### config.mk
export PLATFORM = sky130hd
export DESIGN_NAME = dac_stat_monitor
export DESIGN_NICKNAME = d
export VERILOG_FILES = /design/src/dac_channel_pkg.sv /design/src/dac_stat_monitor.sv
export VERILOG_INCLUDE_DIRS = /design/src
export SDC_FILE = /design/constraint.sdc
export NUM_CORES = 1
export LEC_CHECK = 0
export BUFFER_PORTS_ARGS = -buffer_cell sky130_fd_sc_hd__buf_2
export CAP_MARGIN = 20
export CORE_ASPECT_RATIO = 0.9
export CORE_MARGIN = 10
export CORE_UTILIZATION = 45
export DETAILED_ROUTE_END_ITERATION = 6
export PLACE_DENSITY = 0.84
export SLEW_MARGIN = 25
export SYNTH_ARGS = -nofsm -noshare
export SYNTH_HDL_FRONTEND = slang
export SYNTH_SLANG_ARGS = --single-unit
export TNS_END_PERCENT = 10
### constraint.sdc
create_clock -name clk -period 8.48 [get_ports clk]
set_input_delay 1.272 -clock clk [delete_from_list [all_inputs] [get_ports clk]]
set_output_delay 1.272 -clock clk [all_outputs]
set_load 0.02 [all_outputs]
### src/dac_channel_defines.svh
`ifndef DAC_CHANNEL_DEFINES_SVH
`define DAC_CHANNEL_DEFINES_SVH

// Register map. Byte addresses, word aligned, decoded on paddr[11:2].
`define DAC_REG_GAIN        12'h000
`define DAC_REG_OFFSET      12'h004
`define DAC_REG_FILTER_COEF 12'h008
`define DAC_REG_MUX         12'h00C
`define DAC_REG_RAW         12'h010
`define DAC_REG_STAT_CFG    12'h014
`define DAC_REG_STAT_MIN    12'h018
`define DAC_REG_STAT_MAX    12'h01C
`define DAC_REG_STAT_LIMIT  12'h020
`define DAC_REG_STAT_COUNT  12'h024
`define DAC_REG_ATT         12'h028
`define DAC_REG_AMP_EN      12'h02C
`define DAC_REG_LED         12'h030

// Data path widths.
`define DAC_SAMPLE_W        16
`define DAC_TAPS            4

// Fixed point formats: gain is Q4.12, FIR coefficients are Q1.14.
`define DAC_GAIN_FRAC       12
`define DAC_COEF_FRAC       14

// Reset values.
`define DAC_RESET_ATT       2'b11
`define DAC_UNITY_COEF      16'sd16384

`endif

### src/dac_channel_pkg.sv
package dac_channel_pkg;

    // Sample source select. Unlisted codes give zero-valued samples.
    typedef enum logic [2:0] {
        MUX_RAW    = 3'd0,
        MUX_STREAM = 3'd1,
        MUX_RAMP   = 3'd2
    } sample_mux_e;

    // Four-phase req/ack capture.
    typedef enum logic [1:0] {
        SRC_IDLE     = 2'd0,
        SRC_ACK      = 2'd1,
        SRC_WAIT_LOW = 2'd2
    } src_state_e;

    typedef struct packed {
        logic [15:0]        gain;
        logic signed [15:0] offset;
        sample_mux_e        mux;
        logic [31:0]        raw;
        logic [1:0]         att;
        logic               stat_en;
        logic               stat_clear;
        logic [31:0]        stat_limit;
    } chan_cfg_t;

    // din[17:16] is the tap index, din[15:0] the Q1.14 coefficient.
    typedef struct packed {
        logic        valid;
        logic [24:0] din;
    } coef_wr_t;

    typedef struct packed {
        logic [7:0]  min;
        logic [7:0]  max;
        logic [31:0] count;
    } stat_t;

endpackage

### src/dac_stat_monitor.sv
`timescale 1ns/1ps
`include "dac_channel_defines.svh"

module dac_stat_monitor (
    input  logic                                clk,
    input  logic                                reset,
    input  dac_channel_pkg::chan_cfg_t          cfg,
    input  logic signed [`DAC_SAMPLE_W-1:0]     dac_data,
    input  logic                                dac_valid,
    output dac_channel_pkg::stat_t              stat
);

    logic signed [7:0]        top_byte;
    logic [`DAC_SAMPLE_W:0]   mag;
    logic                     over_limit;

    assign top_byte = dac_data[`DAC_SAMPLE_W-1:`DAC_SAMPLE_W-8];

    // One extra bit keeps the magnitude of the most negative sample.
    always_comb begin
        if (dac_data[`DAC_SAMPLE_W-1]) begin
            mag = '0 - {1'b1, dac_data};
        end else begin
            mag = {1'b0, dac_data};
        end
        over_limit = {15'd0, mag} > cfg.stat_limit;
    end

    always_ff @(posedge clk) begin
        if (reset || cfg.stat_clear) begin
            stat.min   <= 8'h7F;
            stat.max   <= 8'h80;
            stat.count <= '0;
        end else if (dac_valid && cfg.stat_en) begin
            if (top_byte < $signed(stat.min)) begin
                stat.min <= top_byte;
            end
            if (top_byte > $signed(stat.max)) begin
                stat.max <= top_byte;
            end
            if (over_limit) begin
                stat.count <= stat.count + 1'b1;
            end
        end
    end

endmodule

==> results of run 1 <==
-- power by group through the flow --
| stage | logic (uW) | clock network (uW) | registers (uW) |
|---|---|---|---|
| after CTS | 88.0 | 138 | 228 |
| after detailed placement | 87.4 | 0 | 233 |
| after floorplan | 53.7 | 0 | 234 |
| after global placement | 82.4 | 0 | 233 |
| final | 88.5 | 134 | 227 |
| after global routing | 99.1 | 150 | 228 |
-- stage by stage --
| stage | util, % | cells |
|---|---|---|
| floorplan | - | 432 |
| global placement | 53.4 | 614 |
| detailed placement | 53.4 | 614 |
| CTS | 54.5 | 621 |
| global route | 54.7 | 621 |
| finish | 54.7 | 621 |
-- critical path: stages --
cell and delay (ps):
buf_2 110, or3_1 380, nor2_1 140, nand2_1 90, or3_1 380, o41ai_1 400, xnor2_1 180, ha_1 280
nand4_2 150, nor4_4 70, a211oi_1 620, o311ai_4 390, or4_1 550, a21oi_1 160
-- cell usage in the layout, fill, tap and decap left out, drive strengths merged, types with 2 or more instances in the layout --
cell,count
nand3,12
or3,26
clkbuf,6
buf,102
ha,34
and4,2
o21ai,22
a21o,6
o211ai,3
or2,3
o21a,2
o31ai,9
dfxtp,48
a211oi,2
xnor2,13
and3,2
mux2i,20
nand2,49
nand4,13
o311ai,8
nor3,5
nand2b,2
o41ai,8
a21oi,26
or4,8
nor4,13
nor2b,2
inv,40
nor2,26
-- cell families after synthesis --
| family | after synthesis |
|---|---|
| xor gates and xnor gates | 14 |
| and+or+nand+nor | 166 |
| AOI/OAI and AO/OA | 93 |
| DFF | 48 |
| buffers and inverters | 56 |
| adders and majority gates | 34 |
| other | 1 |
| muxes | 20 |
-- how the worst min path moves through the flow --
stage                     startpoint       end  slack (ps)  cells after the start
final                       stat[47]  stat[47]         490                      2
after floorplan             stat[13]  stat[13]         550                      2
after global placement      stat[36]  stat[36]         460                      2
after detailed placement    stat[47]  stat[47]         470                      2
after global routing        stat[31]  stat[31]         510                      2
after CTS                   stat[47]  stat[47]         490                      2
-- metal layers --
metal / vias up / wire, um
met1: 1657 / 4170
met2: 116 / 4830
met5: - / 0
li1: 1771 / -
met3: 15 / 560
met4: 0 / 131
-- cell type report --
class,instances,share of cell area (%)
Inverter,40,3.65
Multi-Input combinational cell,328,55.6
Clock buffer,6,1.77
Tap cell,96,2.92
Sequential cell,48,23.4
Clock inverter,1,0.122
Timing Repair Buffer,102,12.5
==> flow_summary_export.csv, run 1 <==
group,metric,value,unit
run_status,status,"completed",
critical_path,crit_arrival,5200,ps
cells_and_area,fillCellCount,736,
critical_path,r2r.worst_path.cells,6,
global_routing,grtUsageMet3,3.90,%
power,p_per_area,110,nW/um^2
yosys,syn_avg_cell_area,7.97,um^2
yosys,syn_area,3440,um^2
global_routing,grt-busiest-layer,"met2",
detailed_routing,vias_per_cell,5.73,
yosys,ys.flop_type,"dfxtp_1",
cells_and_area,final_cell_area,4110,um^2
yosys,synth_top_family_by_area,"simple AND/OR/NAND/NOR gates",
timing,finalSetupTns,0,ps
global_routing,grt_max_degree,40,
yosys,synth_common_cells,"49 x nand2_1, 48 x dfxtp_1, 40 x inv_1, 34 x ha_1",
global_routing,antenna_found_initial,0,
power,seqPwrFrac,50.5,%
min_path,hold_class,"reg2reg",
clock_tree,clock-root-buffer,"clkbuf_8",
timing,relSlewSlack,35.6,%
detailed_routing,antenna_left,0,
critical_path,criticalPathCategory,"in2reg",
yosys,synth_top_area_cell,"dfxtp_1",
power,power.internal,320,uW
critical_path,cp-end-kind,"flip-flop",
cells_and_area,largest_reg_flops,48,
cells_and_area,nets,681,
yosys,synth_top_area_share,27.9,%
global_routing,grtUsageTotal,15.8,%
yosys,syn_nets,588,
yosys,synth_warnings,0,
clock_tree,cts_tree,"done",
clock_tree,clk_path_buf_depth,2,
global_routing,grtUsageMet2,28.1,%
power,sw_frac_of_total,28.9,%
timing,finalHoldViolCount,0,
floorplanning,rows,30,
yosys,synth_compound_area_share,18.5,%
timing,rsz0062_at_grt,"false",
timing,min_period,4980,ps
timing,report.final.slew_viol_count,0,
floorplanning,core,7510,um^2
power,leakage,0.00179,uW
floorplanning,die_w,112,um
critical_path,worstSetupStartpoint,"dac_data[4]",
yosys,synthMuxAreaShare,5.82,%
floorplanning,start_util,45.8,%
global_routing,grt_pass1_vias,3436,
cells_and_area,drive_gt1_share,22.3,%
global_routing,grt_pass1_wl,15.7,mm
critical_path,startpoint_type,"primary input",
clock_tree,cts.clk_slew.worst_paths,100,ps
timing,fin_ws,3500,ps
cells_and_area,regMostFlops,"stat",
timing,holdWs,486,ps
yosys,synth_seq_cells,48,
clock_tree,ctsHoldBuffers,0,
clock_tree,numCtsBuffers,5,
timing,fin_skew,11.6,ps
yosys,yosys.area_share.simple,25.3,%
detailed_routing,routed_wl,9.69,mm
timing,finalSetupViolCount,0,
floorplanning,die_h,103,um
clock_tree,cts_repair_resize_count,0,
yosys,ys_seq_area_share,27.9,%
critical_path,crit_end,"stat[12]",
yosys,synth.distinct_cells,46,
critical_path,required,8700,ps
clock_tree,cts_sinks,48,
power,p_sw,130,uW
yosys,async_flop_share,0,%
power,share_comb_of_total_power,19.7,%
detailed_routing,drc,0,
yosys,synthCells,432,
place,dpl.hpwl,7.65,mm
yosys,synth.most_common_cell,"nand2_1",
place,io_buffers,100,
flow_run,maxCapViolations,0,
clock_tree,clkLatencyLatePin,300,ps
yosys,synth_xor_area_share,3.56,%
timing,fmax,201,MHz
detailed_routing,vias,3559,
power,clockPowerShare,29.8,%
clock_tree,cts_setup_buffers,0,
yosys,synth_edf_count,0,
detailed_routing,first_pass_iters,4,
critical_path,timing.rr.start,"stat[3]",
timing,worstMarginPinSlew,965,ps
power,report.power.total,450,uW
yosys,ys_top_cells_by_area,"dfxtp_1 28%, ha_1 12%, mux2i_1 5.8%, nand2_1 5.3%, or3_1 4.7%",
place,place.gp.congestion,0.822,
yosys,synth_fa_ha_area_share,12.4,%
floorplanning,design.die.area,11600,um^2
critical_path,rrSetupSlack,6020,ps
cells_and_area,reg_top3,"stat x48",
cells_and_area,regArea,961,um^2
floorplanning,io_pins,170,
cells_and_area,multi_input_area,2280,um^2
place,place_ws,3250,ps
global_routing,grt_remaining_overflow,0,
place,place_area,4010,um^2
clock_tree,htreeDepth,2,
cells_and_area,antenna_cells,0,
critical_path,worstPathMaxFanout,18,
cells_and_area,area_growth,19.4,%
global_routing,use_met1,18.5,%
critical_path,r2r-end,"stat[27]",
timing,period_share,58.7,%
detailed_routing,drt_iter0_markers,124,
detailed_routing,wl_per_cell,15.6,um
power,vdd_drop_max,0.0699,mV
Power figures use the tool's default switching activity.
==> run 2: changes to the inputs <==
--- a/config.mk
+++ b/config.mk
@@ -10,9 +10,9 @@
 export CAP_MARGIN = 20
 export CORE_ASPECT_RATIO = 0.9
 export CORE_MARGIN = 10
-export CORE_UTILIZATION = 45
+export CORE_UTILIZATION = 42
 export DETAILED_ROUTE_END_ITERATION = 6
-export PLACE_DENSITY = 0.84
+export PLACE_DENSITY = 0.82
 export SLEW_MARGIN = 25
 export SYNTH_ARGS = -nofsm -noshare
 export SYNTH_HDL_FRONTEND = slang
==> constraint.sdc (replaced) <==
create_clock -name clk -period 4.45 [get_ports clk]
set_input_delay 0.6675 -clock clk [delete_from_list [all_inputs] [get_ports clk]]
set_output_delay 0.6675 -clock clk [all_outputs]
set_load 0.02 [all_outputs]
==> flow_summary_export.csv, run 2 (synthesis results as in run 1) <==
group,metric,value,unit
run_status,status,"completed",
timing,min_period,4130,ps
place,dpl.hpwl,7.68,mm
critical_path,crit_arrival,4360,ps
timing,rsz0062_at_grt,"false",
detailed_routing,vias_per_cell,5.60,
timing,finalHoldViolCount,0,
clock_tree,numCtsBuffers,5,
critical_path,startpoint_type,"primary input",
floorplanning,die_h,106,um
cells_and_area,fillCellCount,753,
detailed_routing,first_pass_iters,4,
clock_tree,ctsHoldBuffers,0,
critical_path,criticalPathCategory,"in2reg",
cells_and_area,layout_commonest_cell,"buf_2",
critical_path,cp.buffers_inverters,2,
power,leakage,0.00186,uW
floorplanning,design.die.area,12200,um^2
power,report.power.total,987,uW
global_routing,antenna_found_initial,0,
flow_run,maxCapViolations,0,
detailed_routing,antenna_left,0,
place,place.gp.congestion,0.853,
timing,period_share,92.8,%
detailed_routing,drt_iter0_markers,163,
global_routing,grt_max_degree,40,
cells_and_area,reg_top3,"stat x48",
critical_path,cpMostUsedCell,"or3_1",
global_routing,grtUsageTotal,15.1,%
cells_and_area,post-route-util,52.9,%
clock_tree,clk_path_buf_depth,2,
detailed_routing,routed_wl,9.79,mm
timing,finalSetupViolCount,0,
cells_and_area,area_growth,23.3,%
critical_path,path_depth,15,
clock_tree,htreeDepth,2,
cells_and_area,final_cell_mix,"100 x buf_2, 49 x nand2_1, 48 x dfxtp_1",
clock_tree,cts_tree,"done",
timing,holdWs,482,ps
critical_path,worstPathMaxFanout,11,
timing,fmax,242,MHz
power,vdd_drop_max,0.144,mV
cells_and_area,final_cell_area,4240,um^2
cells_and_area,regMostFlops,"stat",
critical_path,path_cells,"buf_2, or3_1, nor2_1, nand2_1, or3_1, o41ai_1, xnor2_1, ha_1, nand4_2, nor4_4, a21boi_4, o311ai_4, buf_4, or3_1, a21oi_1",
global_routing,grt_pass1_vias,3485,
cells_and_area,nets,688,
min_path,holdPathStages,2,
clock_tree,cts_sinks,48,
power,p_per_area,232,nW/um^2
clock_tree,cts_repair_resize_count,0,
min_path,hold_class,"reg2reg",
clock_tree,clkLatencyLatePin,300,ps
critical_path,crit_family,"simple AND/OR/NAND/NOR gates",
cells_and_area,antenna_cells,0,
critical_path,cpPeakStageDelay,420,ps
critical_path,cp-end-kind,"flip-flop",
detailed_routing,vias,3538,
place,io_buffers,100,
timing,fin_skew,15.8,ps
timing,relSlewSlack,48.4,%
floorplanning,io_pins,170,
place,place_area,4090,um^2
clock_tree,clock-root-buffer,"clkbuf_8",
detailed_routing,wl_per_cell,15.5,um
clock_tree,cts_setup_buffers,0,
cells_and_area,largest_reg_flops,48,
critical_path,cpMaxStageDelayCell,"o41ai_1",
cells_and_area,drive_gt1_share,23.8,%
floorplanning,rows,31,
critical_path,required,4680,ps
timing,worstMarginPinSlew,767,ps
global_routing,grt_pass1_wl,15.7,mm
floorplanning,die_w,115,um
clock_tree,cts.clk_slew.worst_paths,100,ps
global_routing,grt_remaining_overflow,0,
floorplanning,core,8030,um^2
floorplanning,start_util,42.9,%
timing,report.final.slew_viol_count,0,
critical_path,r2r.worst_path.cells,7,
detailed_routing,drc,0,
-- run 2: final timing paths --
kind	slack, ps	start	end
worst max-delay path	320	dac_data[4]	stat[20]
worst min-delay path	480	stat[32]	stat[32]
worst max register to register	2070	stat[3]	stat[27]
worst min register to register	480	stat[32]	stat[32]
-- run 2: cell type report --
cell class | instances | area (um^2) | area share, %
multi-input combinational | 328 | 2280 | 53.7
sequential | 48 | 961 | 22.6
timing repair buffer | 109 | 593 | 14.0
inverter | 40 | 150 | 3.54
tap | 99 | 124 | 2.92
clock buffer | 5 | 68.8 | 1.62
clock inverter | 3 | 68.8 | 1.62
-- run 2: worst register-to-register path, delay by kind of cell, from the launching register on --
kind / cells / cell delay, ps
buffers and inverters: 1 / 190
DFF: 1 / 490
and+or+nand+nor: 4 / 1260
AOI/OAI and AO/OA: 2 / 360
-- run 2: where the power goes --
group	total, uW	switching (uW)	internal, uW
Clock	382	156	226
Combinational	171	97.2	73.9
Sequential	434	1.95	432
-- run 2: metrics by stage --
step,instances,setup TNS (ps),setup slack (ps)
after floorplan,432,0,487
after global placement,624,0,55.0
after CTS,632,0,250
after global routing,632,0,120
final,632,0,321
after detailed placement,624,-150,-46.0
-- run 2: metal layers --
metal  share of wire (%)  GRT usage (%)  up-vias
met1                  43           17.6     1656
met5                   0              0        -
met4                 1.0           3.71        0
met3                 5.9           3.51        8
met2                  50           27.0      100
li1                    -              -     1774
==> run 3: changes to the inputs <==
--- a/config.mk
+++ b/config.mk
@@ -8,7 +8,7 @@
 export LEC_CHECK = 0
 export BUFFER_PORTS_ARGS = -buffer_cell sky130_fd_sc_hd__buf_2
 export CAP_MARGIN = 20
-export CORE_ASPECT_RATIO = 0.9
+export CORE_ASPECT_RATIO = 1.75
 export CORE_MARGIN = 10
 export CORE_UTILIZATION = 42
 export DETAILED_ROUTE_END_ITERATION = 6
==> flow_summary_export.csv, run 3 (synthesis results as in run 1) <==
group,metric,value,unit
run_status,status,"completed",
clock_tree,cts.clk_slew.worst_paths,70,ps
detailed_routing,met3_length,855,um
cells_and_area,final_cell_mix,"100 x buf_2, 49 x nand2_1, 48 x dfxtp_1",
clock_tree,numCtsBuffers,5,
clock_tree,clk_path_buf_depth,2,
critical_path,cpMaxStageDelayCell,"o311ai_0",
power,vdd_drop_max,0.193,mV
detailed_routing,vias,3561,
critical_path,required,4600,ps
timing,worstMarginPinSlew,1070,ps
power,p_per_area,233,nW/um^2
timing,period_share,92.3,%
clock_tree,ctsHoldBuffers,0,
place,place.gp.congestion,0.844,
floorplanning,design.die.area,12400,um^2
detailed_routing,top_layer_used,"met4",
critical_path,worstPathMaxFanout,23,
global_routing,grtUsageTotal,16.0,%
cells_and_area,reg_top3,"stat x48",
floorplanning,start_util,43.2,%
detailed_routing,first_pass_iters,4,
critical_path,rrSetupSlack,2050,ps
floorplanning,io_pins,170,
critical_path,cpPeakStageDelay,430,ps
detailed_routing,routed_wl,10.0,mm
global_routing,grt_remaining_overflow,0,
place,io_buffers,100,
global_routing,grt_pass1_vias,3698,
detailed_routing,wl_met2,5.27,mm
detailed_routing,antenna_left,0,
timing,finalSetupTns,0,ps
clock_tree,clock-root-buffer,"clkbuf_16",
timing,min_period,4110,ps
cells_and_area,largest_reg_flops,48,
cells_and_area,layout_commonest_cell,"buf_2",
critical_path,criticalPathCategory,"in2reg",
clock_tree,cts_sinks,48,
floorplanning,die_h,140,um
floorplanning,core,7960,um^2
power,leakage,0.00185,uW
place,dpl.hpwl,8.15,mm
floorplanning,rows,43,
timing,holdWs,473,ps
timing,fin_skew,8.13,ps
detailed_routing,vias_per_cell,5.73,
timing,relSlewSlack,28.9,%
detailed_routing,drt-met1-wl,3.73,mm
cells_and_area,drive_gt1_share,23.5,%
cells_and_area,nets,687,
detailed_routing,drt_iter0_markers,101,
detailed_routing,wl_per_cell,16.1,um
flow_run,maxCapViolations,0,
timing,report.final.slew_viol_count,0,
global_routing,grt_max_degree,40,
critical_path,path_cells,"buf_2, or3_1, nor2_1, nand2_1, or3_1, o41ai_1, xnor2_1, ha_1, nand4_2, nor4_4, a21boi_4, o31ai_2, buf_4, o311ai_0, o41ai_1",
timing,rsz0062_at_grt,"false",
timing,finalSetupViolCount,0,
cells_and_area,regMostFlops,"stat",
cells_and_area,antenna_cells,0,
timing,finalHoldViolCount,0,
critical_path,crit_family,"simple AND/OR/NAND/NOR gates",
clock_tree,clkLatencyLatePin,290,ps
clock_tree,cts_repair_resize_count,0,
global_routing,grt_pass1_wl,16.5,mm
detailed_routing,drc,0,
global_routing,antenna_found_initial,0,
min_path,hold_class,"reg2reg",
clock_tree,cts_setup_buffers,0,
timing,fmax,243,MHz
critical_path,startpoint_type,"primary input",
critical_path,crit_arrival,4260,ps
clock_tree,htreeDepth,2,
critical_path,cp-end-kind,"flip-flop",
critical_path,cp.buffers_inverters,2,
floorplanning,die_w,88.4,um
cells_and_area,area_growth,22.2,%
clock_tree,cts_tree,"done",
run 3: cell types whose count changed in the layout (fill, tap and decap cells not counted):
cell | previous run | this run
a21oi_1 | 25 | 26
a21oi_2 | 1 | 0
buf_12 | 2 | 1
bufinv_16 | 2 | 0
clkbuf_16 | 0 | 5
clkbuf_8 | 5 | 0
clkinv_2 | 0 | 1
clkinvlp_4 | 0 | 1
o311ai_2 | 1 | 2
o311ai_4 | 1 | 0
run 3: area by class of cell:
class                           instances  area (um^2)
Inverter                               40          150
Fill cell                             757         3750
Sequential cell                        48          961
Timing Repair Buffer                  108          573
Clock inverter                          3         21.3
Tap cell                               90          113
Multi-Input combinational cell        328         2260
Clock buffer                            5          125
run 3: path summary, 6_finish.rpt:
path               startpoint        to  cells after the start
hold / removal       stat[34]  stat[34]                      2
hold reg to reg      stat[34]  stat[34]                      2
setup / recovery  dac_data[4]  stat[28]                     15
setup reg to reg      stat[5]  stat[27]                      7
run 3: metal layers:
layer | up-vias | track usage [%]
met1 | 1661 | 16.4
li1 | 1778 | -
met2 | 108 | 29.1
met5 | - | 0
met3 | 14 | 5.08
met4 | 0 | 5.30
run 3: through the flow:
stage	utilization [%]	instances	power, uW	instance area [um^2]	worst slack [ps]
after floorplan	-	432	549	3440	487
after global placement	51.0	614	601	4060	117
after detailed placement	51.0	614	610	4060	31.9
after CTS	52.8	622	990	4210	321
after global routing	52.8	622	1030	4210	21.6
final	52.8	622	982	4210	341
run 3: report_power, final:
group | total (uW) | internal, uW | switching (uW)
combinational | 165 | 71.1 | 94.0
sequential | 434 | 432 | 1.86
clock | 384 | 210 | 174
total | 982 | 712 | 270
run 3: worst min-delay path, stage by stage (launching register included):
cell     delay (ps)
dfxtp_1         320
nand2_1          50
mux2i_1          50
